`config.mk`:
```
export PLATFORM = sky130hd
export DESIGN_NAME = rv_core
export DESIGN_NICKNAME = d
export VERILOG_FILES = /design/src/hdl/rv_pkg.sv /design/src/hdl/rv_fetch.sv /design/src/hdl/rv_decode.sv /design/src/hdl/rv_regfile.sv /design/src/hdl/rv_execute.sv /design/src/hdl/rv_memwb.sv /design/src/hdl/rv_hazard.sv /design/src/hdl/rv_core.sv
export SDC_FILE = /design/constraint.sdc
export NUM_CORES = 2
export LEC_CHECK = 0
export BUFFER_PORTS_ARGS = -buffer_cell sky130_fd_sc_hd__buf_2
export CAP_MARGIN = 10
export CORE_ASPECT_RATIO = 2
export CORE_MARGIN = 2
export CORE_UTILIZATION = 40
export DETAILED_ROUTE_END_ITERATION = 10
export PLACE_DENSITY = 0.52
export SKIP_CTS_REPAIR_TIMING = 1
export SYNTH_ARGS = -nofsm -noshare
export SYNTH_HDL_FRONTEND = slang
export SYNTH_SLANG_ARGS = --single-unit
```
`constraint.sdc`:
```
create_clock -name clk -period 9.7 [get_ports clk]
set_input_delay 1.94 -clock clk [delete_from_list [all_inputs] [get_ports clk]]
set_output_delay 1.94 -clock clk [all_outputs]
set_load 0.005 [all_outputs]
```
`src/hdl/rv_pkg.sv`:
```
package rv_pkg;

  // --------------------
  // Widths and constants
  // --------------------

  localparam int XLEN = 32;

  // One data word or byte address
  typedef logic [XLEN-1:0] word_t;

  // Raw instruction word
  typedef logic [31:0] instr_t;

  // Register index, x0..x31
  typedef logic [4:0] reg_addr_t;

  localparam word_t RESET_PC = '0;

  // ADDI x0,x0,0 used as the bubble
  localparam instr_t I_NOP = 32'h0000_0013;
  localparam instr_t I_EBREAK = 32'h0010_0073;

  // Major opcodes in the supported subset
  localparam logic [6:0] OPC_OP = 7'b0110011;
  localparam logic [6:0] OPC_OP_IMM = 7'b0010011;
  localparam logic [6:0] OPC_LUI = 7'b0110111;
  localparam logic [6:0] OPC_LOAD = 7'b0000011;
  localparam logic [6:0] OPC_STORE = 7'b0100011;
  localparam logic [6:0] OPC_BRANCH = 7'b1100011;
  localparam logic [6:0] OPC_JAL = 7'b1101111;

  // --------------------
  // Enums
  // --------------------

  // ADD comes first so an all-zero bubble decodes as an add
  typedef enum logic [2:0] {
    ADD,
    SUB,
    AND,
    OR,
    XOR,
    SLT,
    PASS_B
  } alu_op_e;

  // Write-back source
  typedef enum logic [1:0] {
    RES_ALU,
    RES_MEM,
    RES_PC4
  } res_src_e;

  // Operand source in EX
  typedef enum logic [1:0] {
    FWD_NONE,
    FWD_MEM,
    FWD_WB
  } fwd_sel_e;

  // --------------------
  // Pipeline registers
  // --------------------

  typedef struct packed {
    instr_t instr;
    word_t  pc;
  } if_id_t;

  typedef struct packed {
    logic      reg_write;
    logic      mem_read;
    logic      mem_write;
    logic      is_branch;
    logic      branch_ne;
    logic      is_jump;
    logic      is_ebreak;
    logic      alu_b_imm;
    alu_op_e   alu_op;
    res_src_e  res_src;
    reg_addr_t rd;
    reg_addr_t rs1;
    reg_addr_t rs2;
    word_t     rs1_data;
    word_t     rs2_data;
    word_t     imm;
    word_t     pc;
  } id_ex_t;

  typedef struct packed {
    logic      reg_write;
    logic      mem_read;
    logic      mem_write;
    logic      is_ebreak;
    res_src_e  res_src;
    reg_addr_t rd;
    word_t     alu_result;
    word_t     store_data;
    word_t     pc_plus4;
  } ex_mem_t;

  typedef struct packed {
    logic      reg_write;
    logic      is_ebreak;
    reg_addr_t rd;
    word_t     rd_data;
  } mem_wb_t;

endpackage

```
`src/hdl/rv_fetch.sv`:
```
`timescale 1ns/1ps

module rv_fetch import rv_pkg::*; (
  input  logic   clk,
  input  logic   rst_n,
  input  logic   stall,
  input  logic   redirect,
  input  logic   flush,
  input  word_t  redirect_pc,
  output logic   imem_ren,
  output word_t  imem_raddr,
  input  instr_t imem_rdata,
  output if_id_t if_id
);

  word_t pc;
  word_t pc_next;

  // --------------------
  // PC
  // --------------------

  // Redirect from EX beats the sequential path
  always_comb begin
    if (redirect) begin
      pc_next = redirect_pc;
    end else if (stall) begin
      pc_next = pc;
    end else begin
      pc_next = pc + word_t'(4);
    end
  end

  always_ff @(posedge clk) begin
    if (!rst_n) begin
      pc <= RESET_PC;
    end else begin
      pc <= pc_next;
    end
  end

  // SRAM answers in the same cycle
  assign imem_ren   = !stall;
  assign imem_raddr = pc;

  // --------------------
  // IF/ID register
  // --------------------

  // Stall wins over flush, so a flush seen here is always a redirect
  always_ff @(posedge clk) begin
    if (!rst_n) begin
      if_id.instr <= I_NOP;
      if_id.pc    <= RESET_PC;
    end else if (stall) begin
      if_id <= if_id;
    end else if (flush) begin
      if_id.instr <= I_NOP;
      if_id.pc    <= pc;
    end else begin
      if_id.instr <= imem_rdata;
      if_id.pc    <= pc;
    end
  end

  // Branch and jump targets are built from aligned immediates
  a_pc_aligned: assert property (@(posedge clk) disable iff (!rst_n) pc[1:0] == 2'b00);

endmodule

```
`src/hdl/rv_decode.sv`:
```
`timescale 1ns/1ps

module rv_decode import rv_pkg::*; (
  input  logic      clk,
  input  logic      rst_n,
  input  logic      flush,
  input  if_id_t    if_id,
  input  word_t     rs1_data,
  input  word_t     rs2_data,
  output reg_addr_t rs1,
  output reg_addr_t rs2,
  output logic      rs1_used,
  output logic      rs2_used,
  output id_ex_t    id_ex
);

  instr_t     instr;
  logic [6:0] opcode;
  logic [2:0] funct3;
  logic [6:0] funct7;

  word_t      imm_i;
  word_t      imm_s;
  word_t      imm_b;
  word_t      imm_u;
  word_t      imm_j;

  id_ex_t     dec;

  assign instr  = if_id.instr;
  assign opcode = instr[6:0];
  assign funct3 = instr[14:12];
  assign funct7 = instr[31:25];

  // Register fields sit in the same place for every format
  assign rs1 = instr[19:15];
  assign rs2 = instr[24:20];

  // --------------------
  // Immediates
  // --------------------

  assign imm_i = {{20{instr[31]}}, instr[31:20]};
  assign imm_s = {{20{instr[31]}}, instr[31:25], instr[11:7]};
  assign imm_b = {{19{instr[31]}}, instr[31], instr[7], instr[30:25], instr[11:8], 1'b0};
  assign imm_u = {instr[31:12], 12'b0};
  assign imm_j = {{11{instr[31]}}, instr[31], instr[19:12], instr[20], instr[30:21], 1'b0};

  // --------------------
  // Control decode
  // --------------------

  // Anything outside the subset falls through as a NOP
  always_comb begin
    dec      = '0;
    rs1_used = 1'b0;
    rs2_used = 1'b0;

    case (opcode)
      OPC_OP: begin
        rs1_used      = 1'b1;
        rs2_used      = 1'b1;
        dec.reg_write = 1'b1;
        case (funct3)
          3'b000:  dec.alu_op = funct7[5] ? SUB : ADD;
          3'b111:  dec.alu_op = AND;
          3'b110:  dec.alu_op = OR;
          3'b100:  dec.alu_op = XOR;
          3'b010:  dec.alu_op = SLT;
          default: dec.reg_write = 1'b0;
        endcase
      end

      // Only ADDI
      OPC_OP_IMM: begin
        if (funct3 == 3'b000) begin
          rs1_used      = 1'b1;
          dec.reg_write = 1'b1;
          dec.alu_b_imm = 1'b1;
          dec.imm       = imm_i;
        end
      end

      OPC_LUI: begin
        dec.reg_write = 1'b1;
        dec.alu_b_imm = 1'b1;
        dec.alu_op    = PASS_B;
        dec.imm       = imm_u;
      end

      // Word access only
      OPC_LOAD: begin
        if (funct3 == 3'b010) begin
          rs1_used      = 1'b1;
          dec.reg_write = 1'b1;
          dec.mem_read  = 1'b1;
          dec.alu_b_imm = 1'b1;
          dec.res_src   = RES_MEM;
          dec.imm       = imm_i;
        end
      end

      OPC_STORE: begin
        if (funct3 == 3'b010) begin
          rs1_used      = 1'b1;
          rs2_used      = 1'b1;
          dec.mem_write = 1'b1;
          dec.alu_b_imm = 1'b1;
          dec.imm       = imm_s;
        end
      end

      // BEQ and BNE differ only in funct3[0]
      OPC_BRANCH: begin
        if (funct3[2:1] == 2'b00) begin
          rs1_used      = 1'b1;
          rs2_used      = 1'b1;
          dec.is_branch = 1'b1;
          dec.branch_ne = funct3[0];
          dec.imm       = imm_b;
        end
      end

      // Link value is PC+4
      OPC_JAL: begin
        dec.reg_write = 1'b1;
        dec.is_jump   = 1'b1;
        dec.res_src   = RES_PC4;
        dec.imm       = imm_j;
      end

      default: begin
        dec.is_ebreak = (instr == I_EBREAK);
      end
    endcase

    dec.rd       = instr[11:7];
    dec.rs1      = rs1;
    dec.rs2      = rs2;
    dec.rs1_data = rs1_data;
    dec.rs2_data = rs2_data;
    dec.pc       = if_id.pc;
  end

  // --------------------
  // ID/EX register
  // --------------------

  // All-zero is a bubble with every write disabled
  always_ff @(posedge clk) begin
    if (!rst_n || flush) begin
      id_ex <= '0;
    end else begin
      id_ex <= dec;
    end
  end

endmodule

```
`src/hdl/rv_regfile.sv`:
```
`timescale 1ns/1ps

module rv_regfile import rv_pkg::*; (
  input  logic      clk,
  input  reg_addr_t rs1,
  input  reg_addr_t rs2,
  output word_t     rs1_data,
  output word_t     rs2_data,
  input  mem_wb_t   wb
);

  // x1..x31, x0 has no storage
  word_t regs [1:31];

  logic  wr_en;

  assign wr_en = wb.reg_write && (wb.rd != '0);

  always_ff @(posedge clk) begin
    if (wr_en) begin
      regs[wb.rd] <= wb.rd_data;
    end
  end

  // Same-cycle write is passed straight through to the reader
  assign rs1_data = (rs1 == '0) ? '0 :
                    (wr_en && (wb.rd == rs1)) ? wb.rd_data : regs[rs1];
  assign rs2_data = (rs2 == '0) ? '0 :
                    (wr_en && (wb.rd == rs2)) ? wb.rd_data : regs[rs2];

endmodule

```
`src/hdl/rv_execute.sv`:
```
`timescale 1ns/1ps

module rv_execute import rv_pkg::*; (
  input  logic    clk,
  input  logic    rst_n,
  input  id_ex_t  id_ex,
  output ex_mem_t ex_mem,
  input  mem_wb_t wb,
  output logic    redirect,
  output word_t   redirect_pc
);

  fwd_sel_e fwd_a;
  fwd_sel_e fwd_b;
  word_t    mem_val;
  word_t    rs1_fwd;
  word_t    rs2_fwd;
  word_t    alu_b;
  word_t    alu_result;
  word_t    pc_plus4;
  logic     branch_taken;

  // --------------------
  // Forwarding
  // --------------------

  // MEM is younger than WB, so it is checked first
  function automatic fwd_sel_e fwd_select(reg_addr_t rs, ex_mem_t m, mem_wb_t w);
    if (m.reg_write && (m.rd != '0) && (m.rd == rs)) begin
      return FWD_MEM;
    end else if (w.reg_write && (w.rd != '0) && (w.rd == rs)) begin
      return FWD_WB;
    end
    return FWD_NONE;
  endfunction

  function automatic word_t fwd_mux(fwd_sel_e sel, word_t rf, word_t m, word_t w);
    case (sel)
      FWD_MEM: return m;
      FWD_WB:  return w;
      default: return rf;
    endcase
  endfunction

  // A JAL in MEM forwards its link value
  // Loads never get here because of the load-use stall
  assign mem_val = (ex_mem.res_src == RES_PC4) ? ex_mem.pc_plus4 : ex_mem.alu_result;

  assign fwd_a   = fwd_select(id_ex.rs1, ex_mem, wb);
  assign fwd_b   = fwd_select(id_ex.rs2, ex_mem, wb);
  assign rs1_fwd = fwd_mux(fwd_a, id_ex.rs1_data, mem_val, wb.rd_data);
  assign rs2_fwd = fwd_mux(fwd_b, id_ex.rs2_data, mem_val, wb.rd_data);

  // --------------------
  // ALU
  // --------------------

  assign alu_b = id_ex.alu_b_imm ? id_ex.imm : rs2_fwd;

  always_comb begin
    case (id_ex.alu_op)
      SUB:     alu_result = rs1_fwd - alu_b;
      AND:     alu_result = rs1_fwd & alu_b;
      OR:      alu_result = rs1_fwd | alu_b;
      XOR:     alu_result = rs1_fwd ^ alu_b;
      SLT:     alu_result = {{(XLEN-1){1'b0}}, $signed(rs1_fwd) < $signed(alu_b)};
      PASS_B:  alu_result = alu_b;
      default: alu_result = rs1_fwd + alu_b;
    endcase
  end

  // --------------------
  // Branch resolution
  // --------------------

  // BNE inverts the equality result
  assign branch_taken = id_ex.is_branch && ((rs1_fwd == rs2_fwd) ^ id_ex.branch_ne);
  assign redirect     = branch_taken || id_ex.is_jump;
  assign redirect_pc  = id_ex.pc + id_ex.imm;
  assign pc_plus4     = id_ex.pc + word_t'(4);

  // EX/MEM register
  always_ff @(posedge clk) begin
    if (!rst_n) begin
      ex_mem <= '0;
    end else begin
      ex_mem.reg_write  <= id_ex.reg_write;
      ex_mem.mem_read   <= id_ex.mem_read;
      ex_mem.mem_write  <= id_ex.mem_write;
      ex_mem.is_ebreak  <= id_ex.is_ebreak;
      ex_mem.res_src    <= id_ex.res_src;
      ex_mem.rd         <= id_ex.rd;
      ex_mem.alu_result <= alu_result;
      ex_mem.store_data <= rs2_fwd;
      ex_mem.pc_plus4   <= pc_plus4;
    end
  end

  // Decode never marks a branch or jump as EBREAK
  a_no_redirect_ebreak: assert property (
    @(posedge clk) disable iff (!rst_n) !(redirect && id_ex.is_ebreak)
  );

endmodule

```
`src/hdl/rv_memwb.sv`:
```
`timescale 1ns/1ps

module rv_memwb import rv_pkg::*; (
  input  logic    clk,
  input  logic    rst_n,
  input  ex_mem_t ex_mem,
  output logic    dmem_ren,
  output logic    dmem_we,
  output word_t   dmem_raddr,
  output word_t   dmem_waddr,
  output word_t   dmem_wdata,
  input  word_t   dmem_rdata,
  output mem_wb_t mem_wb,
  output logic    ebreak
);

  word_t wb_val;

  // --------------------
  // Data memory
  // --------------------

  // Address comes from the ALU for both loads and stores
  assign dmem_ren   = ex_mem.mem_read;
  assign dmem_raddr = ex_mem.alu_result;
  assign dmem_we    = ex_mem.mem_write;
  assign dmem_waddr = ex_mem.alu_result;
  assign dmem_wdata = ex_mem.store_data;

  // Write-back select, load data is valid this cycle
  always_comb begin
    case (ex_mem.res_src)
      RES_MEM: wb_val = dmem_rdata;
      RES_PC4: wb_val = ex_mem.pc_plus4;
      default: wb_val = ex_mem.alu_result;
    endcase
  end

  // --------------------
  // MEM/WB register
  // --------------------

  always_ff @(posedge clk) begin
    if (!rst_n) begin
      mem_wb <= '0;
    end else begin
      mem_wb.reg_write <= ex_mem.reg_write;
      mem_wb.is_ebreak <= ex_mem.is_ebreak;
      mem_wb.rd        <= ex_mem.rd;
      mem_wb.rd_data   <= wb_val;
    end
  end

  // One pulse per EBREAK reaching WB
  assign ebreak = mem_wb.is_ebreak;

  // Load and store are decoded from distinct opcodes
  a_rd_wr_excl: assert property (@(posedge clk) disable iff (!rst_n) !(dmem_ren && dmem_we));

endmodule

```
`src/hdl/rv_hazard.sv`:
```
`timescale 1ns/1ps

module rv_hazard import rv_pkg::*; (
  input  id_ex_t    id_ex,
  input  reg_addr_t rs1,
  input  reg_addr_t rs2,
  input  logic      rs1_used,
  input  logic      rs2_used,
  input  logic      redirect,
  output logic      stall,
  output logic      flush
);

  logic load_in_ex;
  logic rs1_hit;
  logic rs2_hit;

  // Load result is only ready after MEM, so forwarding can't cover it
  assign load_in_ex = id_ex.mem_read && (id_ex.rd != '0);

  // Only sources the ID instruction really reads
  assign rs1_hit = rs1_used && (rs1 == id_ex.rd);
  assign rs2_hit = rs2_used && (rs2 == id_ex.rd);

  // One-cycle hold of PC and IF/ID
  assign stall = load_in_ex && (rs1_hit || rs2_hit);

  // Bubble into ID/EX for both a stall and a redirect
  // Fetch only clears IF/ID when stall is low
  assign flush = redirect || stall;

endmodule

```
`src/hdl/rv_core.sv`:
```
`timescale 1ns/1ps

module rv_core import rv_pkg::*; (
  input  logic   clk,
  input  logic   rst_n,

  // Instruction memory, read only
  output logic   imem_ren,
  output word_t  imem_raddr,
  input  instr_t imem_rdata,

  // Data memory read side
  output logic   dmem_ren,
  output word_t  dmem_raddr,
  input  word_t  dmem_rdata,

  // Data memory write side, full words only
  output logic   dmem_we,
  output word_t  dmem_waddr,
  output word_t  dmem_wdata,

  output logic   ebreak
);

  // Stage-to-stage registers
  if_id_t    if_id;
  id_ex_t    id_ex;
  ex_mem_t   ex_mem;
  mem_wb_t   mem_wb;

  // ID register reads and hazard inputs
  reg_addr_t rs1;
  reg_addr_t rs2;
  logic      rs1_used;
  logic      rs2_used;
  word_t     rs1_data;
  word_t     rs2_data;

  // Control
  logic      stall;
  logic      flush;
  logic      redirect;
  word_t     redirect_pc;

  rv_fetch u_fetch (
    .clk        (clk),
    .rst_n      (rst_n),
    .stall      (stall),
    .redirect   (redirect),
    .flush      (flush),
    .redirect_pc(redirect_pc),
    .imem_ren   (imem_ren),
    .imem_raddr (imem_raddr),
    .imem_rdata (imem_rdata),
    .if_id      (if_id)
  );

  rv_decode u_decode (
    .clk     (clk),
    .rst_n   (rst_n),
    .flush   (flush),
    .if_id   (if_id),
    .rs1_data(rs1_data),
    .rs2_data(rs2_data),
    .rs1     (rs1),
    .rs2     (rs2),
    .rs1_used(rs1_used),
    .rs2_used(rs2_used),
    .id_ex   (id_ex)
  );

  // Written from WB, read from ID
  rv_regfile u_regfile (
    .clk     (clk),
    .rs1     (rs1),
    .rs2     (rs2),
    .rs1_data(rs1_data),
    .rs2_data(rs2_data),
    .wb      (mem_wb)
  );

  rv_execute u_execute (
    .clk        (clk),
    .rst_n      (rst_n),
    .id_ex      (id_ex),
    .ex_mem     (ex_mem),
    .wb         (mem_wb),
    .redirect   (redirect),
    .redirect_pc(redirect_pc)
  );

  rv_memwb u_memwb (
    .clk       (clk),
    .rst_n     (rst_n),
    .ex_mem    (ex_mem),
    .dmem_ren  (dmem_ren),
    .dmem_we   (dmem_we),
    .dmem_raddr(dmem_raddr),
    .dmem_waddr(dmem_waddr),
    .dmem_wdata(dmem_wdata),
    .dmem_rdata(dmem_rdata),
    .mem_wb    (mem_wb),
    .ebreak    (ebreak)
  );

  rv_hazard u_hazard (
    .id_ex   (id_ex),
    .rs1     (rs1),
    .rs2     (rs2),
    .rs1_used(rs1_used),
    .rs2_used(rs2_used),
    .redirect(redirect),
    .stall   (stall),
    .flush   (flush)
  );

endmodule

```
## Yosys cells after proc, flatten, opt, wreduce, memory -nomap -nowiden

Memory sizes are Yosys's and may differ from the RTL's. A register that Yosys moved wholly into a read port is not among the register bits.
Cells that the tools add are included.

| word-level totals | value |
|---|---|
| bits in registers | 334 |
| latch bits | 0 |
| memory bits (writable) | 992 |
| ROM bits | 0 |
| bits of input ports | 66 |
| word-level logic and storage cells | 154 |
| memories kept | 1 |

Memories:

| memory | depth | width | rd ports | clocked after memory_dff | wr ports | RTL line | RTL |
|---|---|---|---|---|---|---|---|
| u_regfile.regs | 31 | 32 | 2 | 2 | 1 | rv_regfile.sv:13 | `word_t regs [1:31];` |

| cells by class | value |
|---|---|
| $add $sub $neg | 5 |
| $mul | 0 |
| divide/modulo/power cells | 0 |
| magnitude comparators | 1 |
| equality and inequality tests | 32 |
| shift-type cells | 0 |
| muxes and demuxes | 42 |
| bitwise operators | 8 |
| reduce and logical (&&, ||, !) cells | 34 |

Operators by type and width:

| cell | count |
|---|---|
| $pmux 32 s6 | 2 |
| $mux 32 | 8 |
| $pmux 32 s2 | 3 |
| $add 32x3->32 const B | 2 |
| $add 32x32->32 | 2 |
| $mux 64 | 1 |
| $and 32x32->32 | 1 |
| $eq 32x21->1 const B | 1 |
| $eq 32x32->1 | 1 |
| $lt 32x32->1 | 1 |
| $or 32x32->32 | 1 |
| $sub 32x32->32 | 1 |
| $xor 32x32->32 | 1 |
| $eq 5x5->1 | 6 |
| $eq 7x6->1 const B | 3 |
| $eq 3x3->1 const B | 6 |
| $mux 2 | 8 |
| $pmux 3 s5 | 1 |
| $reduce_bool 5->1 | 3 |
| $eq 7x7->1 const B | 2 |
| $reduce_or 2->1 | 7 |
| $mux 1 | 13 |
| $logic_and 1x1->1 | 11 |
| $logic_not 5->1 | 2 |
| 20 further kinds | 35 |

## Depth between registers and ports, before layout

| logic depth | value |
|---|---|
| depth in word-level cells | 15 |
| gate-level depth with buffers | 25 |
| gate-level depth less buffers | 23 |

## Hierarchy

Synthesis repeated with hierarchy kept, for this count alone.

| second synthesis, totals | value |
|---|---|
| cells, all modules | 5624 |
| area total of the unflattened synthesis | 71562.4 µm² |

By module, submodules not included:

| module | instances | cells an instance | area an instance (µm²) |
|---|---|---|---|
| rv_regfile | 1 | 2675 | 46936.3 |
| rv_execute | 1 | 1780 | 12782.3 |
| rv_decode | 1 | 439 | 4872.2 |
| rv_fetch | 1 | 450 | 4332.9 |
| rv_memwb | 1 | 262 | 2496.1 |
| rv_hazard | 1 | 18 | 142.6 |

## Least setup slack after synthesis

No wires, ideal clock.

| timing | value |
|---|---|
| path kind | register to register |
| from | register, netlist name u_execute.ex_mem[101] |
| to | register, netlist name u_execute.ex_mem[94] |
| library setup time | 0.141 ns |
| arrival time | 5.189 ns |
| data required time | 9.559 ns |
| path slack | 4.370 ns |
| stages on the path, launching flop included | 25 |
| clock period less this slack | 5.330 ns |
| cell sequence | dfxtp_1 inv_1 ha_1 buf_2 buf_1 buf_1 mux2_2 nand2_1 o21ai_0 mux2_2 ha_1 ha_1 o21a_1 o21a_1 o21a_1 o21a_1 o211ai_1 a41oi_1 o21a_1 or4_4 a31o_1 a41o_1 a311oi_2 xnor2_1 a22oi_1 |

| between the ends | value |
|---|---|
| longest elaborated chain between the ends | 6 |
| elaborated cells on any way between the ends | 11 |

RTL lines:

| what | RTL line | RTL |
|---|---|---|
| $eq 2x2->1 (*) | rv_execute.sv:47 | `assign mem_val = (ex_mem.res_src == RES_PC4) ? ex_mem.pc_plus4 : ex_mem.alu_result;` |
| $mux 32 (*) | rv_execute.sv:47 |  |
| $pmux 32 s2 | rv_execute.sv:38 | `case (sel)` |
| $mux 32 | rv_execute.sv:58 | `assign alu_b = id_ex.alu_b_imm ? id_ex.imm : rs2_fwd;` |
| $add 32x32->32, or another cell as far along | rv_execute.sv:68 | `default: alu_result = rs1_fwd + alu_b;` |
| $pmux 32 s6 (*) | rv_execute.sv:61 | `case (id_ex.alu_op)` |

Every way passes the cells marked *; elsewhere a longest branch is shown, timed or not.
A chain may end at the register's enable or synchronous reset.

## Final worst setup path

| timing | value |
|---|---|
| from | register, netlist name u_memwb.mem_wb[35] |
| to | register, netlist name u_fetch.if_id[36] |

| between the ends | value |
|---|---|
| longest elaborated chain between the ends | 14 |
| elaborated cells on any way between the ends | 24 |

RTL lines:

| what | RTL line | RTL |
|---|---|---|
| $reduce_bool 5->1 | rv_execute.sv:31 | `end else if (w.reg_write && (w.rd != '0) && (w.rd == rs)) begin` |
| $logic_and 1x1->1 (2 in a row) | rv_execute.sv:31 |  |
| $mux 1 | rv_execute.sv:31 |  |
| $mux 1 | rv_execute.sv:29 | `if (m.reg_write && (m.rd != '0) && (m.rd == rs)) begin` |
| $mux 2 | rv_execute.sv:34 | `return FWD_NONE;` |
| $eq 2x2->1 or $eq 2x1->1 (tied branches) | rv_execute.sv:38 |  |
| $pmux 32 s2 | rv_execute.sv:38 |  |
| $eq 32x32->1 (*) | rv_execute.sv:77 | `assign branch_taken = id_ex.is_branch && ((rs1_fwd == rs2_fwd) ^ id_ex.branch_ne);` |
| $xor 1x1->1 (*) | rv_execute.sv:77 |  |
| $logic_and 1x1->1 (*) | rv_execute.sv:77 |  |
| $logic_or 1x1->1 (*) | rv_execute.sv:78 | `assign redirect = branch_taken \|\| id_ex.is_jump;` |
| $logic_or 1x1->1 (*) | rv_hazard.sv:30 | `assign flush = redirect \|\| stall;` |
| $mux 64 (*) | rv_fetch.sv:57 | `end else if (flush) begin` |

Marks and branches as above.

==> run summary <==
The run finished with clean final reports. The core region is 0.173 mm². Ratio of cells with drive above 1 in the final layout: 23.2%.

The worst hold path begins at u_decode.id_ex[149]. The run gives 0.0698 mm² as the synthesized cell area. Walking the worst path, the cells encountered are or3_1 > o311ai_4 > buf_4 > o21ai_1 > a31oi_4 > xor2_1 > nor4_1 > nand4_1 > or3b_1 > mux2i_1 > a311o_2 > buf_4 > or3_1 > o32a_1. The first TritonRoute pass finished after 8 iterations. For the routing usage on met3, the log shows 4.76%. The arrival time at the worst endpoint was 7.55 ns. The worst setup path is launched from a register.

The detailed router finished its first iteration with 3,888 violations. The wire length per cell after detailed routing was 34.4 µm; the site row count was 216. Based on the critical path, the design can be clocked at up to 0.146 GHz. Once the floorplan was initialized, standard cells occupied 40.3% of the core.

The number of stages on the worst hold path works out to 1. The final layout contains routed wiring with a total length of 260,000 µm. Together, buffers and inverters on the worst path number 2.

The tree is rooted in a clkbuf_16. The largest area contributor in the synthesized netlist is edfxtp_1. The run gives 26.1 nW as the static leakage.

Counting flops and latches in the post-synthesis netlist gives 1,389. The tools report the number of buffers between clock root and the deepest sink as 3. The count of H-tree levels built during CTS was 3. The logs give 13.4 mW for the total power consumption of the routed design and 0.0728 mm² for the instance area at placement.

The floorplan step set the die height to 595 µm. The number of flops mapped to enable cells by yosys came out at 992. The number of inserted filler cells in the final layout was 15.5k. The ratio of final minimum period to clock period works out to 70.6%. Global routing consumed, on the met1 layer, 29.2% of the routing resources. After synthesis, the share of flip-flops with an asynchronous set or reset is 0%.

The maximum cell stage delay along the critical path came out at 1.00 ns. The ratio of total power to cell area is 174 mW/mm², and the count of mapped cells out of synthesis is 5,115. The largest individual stage delay along the critical path comes from the cell or3_1.

At the later pin of the worst-skew pair, clock insertion delay measures 0.77 ns. Across all register-to-register paths, the minimum setup slack is 2.86 ns. For the sequential cell area fraction in the yosys report, the log shows 54.0%. The number of max-slew violations in the final report came out at 0. The via count of the first global-routing pass is 48.0k, and the met2 usage is 52.1%. The worst hold path belongs to the class register to register.

In this run, distinct cell masters in the synthesized netlist total 108. The most used flip-flop cell after synthesis is edfxtp_1. The cell family contributing the most delay on the critical path was simple AND/OR/NAND/NOR gates.

In this run the critical register-to-register path is captured at u_fetch.if_id[36]. The finished cells cover 0.0772 mm². The final estimated routing congestion in global placement was 0.959; the number of nets with antenna violations after detailed routing was 0. The share of synthesized area in the top cell type comes to 42.7%.

Averaged over all synthesized cells, the footprint is 13.7 µm². TritonCTS built the clock tree. For the worst slew margin relative to its limit, the log shows 12.0%.

STA classifies the critical path endpoint as a register. Summing over every cut layer, the via total after detailed routing is 46.5k. Along the worst path, the maximum fanout reaches 63. After the last flow step, the layout net total stands at 5,299. The logs give 0 for the number of hold violations in the final report and 198 for the number of top-level pins.

Setup repair after global routing left no endpoint under its margin. The clock net in this run drives a total of 1,389 sinks. Detailed placement finished with a half-perimeter wire length of 171,000 µm.

In this run, CTS created clock tree buffers numbering 121. Entering global routing, the biggest net connects 123 pins. Die boundary width: 299 µm.

After detailed routing, the number of vias per cell comes to 6.17. The tools report the worst setup skew after layout as 0.0666 ns. The logs give 5,308 for the number of nets produced by synthesis and 10.41 ns for the data required time of the critical path.

The time the worst path needs with I/O delays and setup is 6.84 ns, and the max-cap violation count is 0. The category of the critical setup timing path was register to register. Compared with the post-synthesis result, the final layout area differs by 10.6%.

For the worst flop-to-flop path, the logic depth is 14. Setup total negative slack on the finished layout was measured at 0 ns. For the pin with the worst max-slew slack, the measured transition is 1.31 ns. In the routed design, unresolved DRC markers number 0. The worst-case IR drop observed on VDD is 0.164 mV. By area the synthesized netlist is led by edfxtp_1 (43%), mux4_2 (17%), dfxtp_1 (11%). The number of antenna violations at the first check in global routing is 25, and the number of port buffers is 197.

Total global routing track utilization: 29.0%. The tools report the die area as 0.178 mm². The tools report the hold path endpoint as u_execute.ex_mem[103]. Setup violations remaining at the end of the flow were counted as 0.

For this run, the number of Yosys warnings is 0. The sum of overflow across all layers after global routing is 0. Launch point of the worst reg-to-reg path: u_memwb.mem_wb[35]. In this run the most used layer during global routing was met2. Clock-pin slew was measured on the worst setup and hold paths at 0.07 ns. The first global-routing pass estimated 363,000 µm of wire.
## cell usage after synthesis, drive strengths merged, types with 19 or more instances
cell    count
nor4       19
nand3      99
mux4      522
edfxtp    992
a211oi     99
xnor2     114
mux2i     245
xor2       86
ha        126
nor2      392
inv       115
a21o       19
clkbuf    247
o22ai      25
a21oi     262
a221oi     69
and2      121
and3       33
a22oi      25
o21ai     187
a22o       24
mux2       47
o21bai     22
a31oi      75
nand2     213
dfxtp     397
buf       218
nand2b     26
nor3       84
## metrics by stage
| stage | hold WS (ns) | util, % | std cells | setup slack [ns] |
|---|---|---|---|---|
| 6_report | 0.448 | 44.6 | 7537 | 2.86 |
| 5_1_grt | 0.469 | 44.5 | 7521 | 2.64 |
| 4_1_cts | 0.453 | 44.4 | 7490 | 2.99 |
| 3_5_place_dp | 0.437 | 42.0 | 7266 | 3.01 |
| 3_3_place_gp | 0.421 | 42.0 | 7266 | 3.09 |
| 2_1_floorplan | 0.412 | - | 5115 | 4.37 |
## flip-flops by register name (all words and copies together) (netlist names)
| signal | cells |
|---|---|
| u_memwb.ebreak | 1 |
| u_fetch.imem_raddr | 32 |
| u_fetch.if_id | 64 |
| u_memwb.mem_wb | 38 |
| u_regfile.regs | 992 |
| u_execute.ex_mem | 107 |
| u_decode.id_ex | 155 |
## worst register-to-register path, cell delays in order (launching register included)
cell,delay [ns]
dfxtp_1,0.45
or3_1,0.68
o311ai_4,0.84
buf_4,0.34
o21ai_1,0.13
a31oi_4,0.32
xor2_1,0.21
nor4_1,0.66
nand4_1,0.31
or3b_1,0.44
mux2i_1,0.13
a311o_2,0.23
buf_4,0.62
or3_1,1.09
o32a_1,0.31
## placed cells by master (no fill, tap or decap), drive strengths merged, types with 26 or more instances in the layout
cell type  instances
a211oi            99
a21oi            262
a221oi            69
a31oi             75
and2             121
and3              33
buf              333
clkbuf           147
clkinv            51
dfxtp            397
diode             41
edfxtp           992
ha               126
inv              127
mux2              47
mux2i            245
mux4             522
nand2            213
nand2b            26
nand3             99
nor2             392
nor3              84
o21ai            187
xnor2            114
xor2              86
## how the worst max path moves through the flow
stage / from / end / slack, ns / cells past startpoint
global route: u_memwb.mem_wb[35] / u_execute.ex_mem[92] / 2.64 / 21
global placement: u_memwb.mem_wb[35] / u_decode.id_ex[154] / 3.09 / 16
detailed placement: u_memwb.mem_wb[35] / u_decode.id_ex[154] / 3.01 / 16
CTS: u_memwb.mem_wb[35] / u_decode.id_ex[154] / 2.99 / 16
floorplan: u_execute.ex_mem[101] / u_execute.ex_mem[94] / 4.37 / 24
finish: u_memwb.mem_wb[35] / u_fetch.if_id[36] / 2.86 / 14
## per-layer routing
metal | vias to the layer above | routed length [µm] | share of wire, %
met1 | 24100 | 84600 | 33
li1 | 19800 | - | -
met4 | 14 | 25400 | 9.8
met3 | 742 | 13600 | 5.3
met2 | 1893 | 136000 | 52
met5 | - | 95 | 0.037
## power by group
group	internal (mW)	switching, mW	total [mW]	leakage (nW)
clock network	2.81	2.37	5.18	2.04
logic	0.626	1.04	1.66	11.6
registers	6.46	0.137	6.60	12.4
total	9.89	3.54	13.4	26.1
## cell type report
cell class	count	area, µm²	area share, %
diodes	41	103	0.133
clock buffers	147	3390	4.39
clock inverters	77	777	1.01
inverters	120	453	0.587
multi-input cells	3141	29700	38.5
flip-flops and latches	1389	37800	48.9
well taps	2289	2860	3.71
repair buffers	333	2140	2.77
## kinds of logic after synthesis
family                     share of synthesized area [%]
AOI/OAI and AO/OA                                   8.90
xor gates and xnor gates                            2.54
adders and majority gates                           2.29
buffers and inverters                               3.85
DFF                                                 54.0
muxes                                               21.1
and+or+nand+nor                                     7.27
No activity file was read; power rests on OpenSTA's default activity.
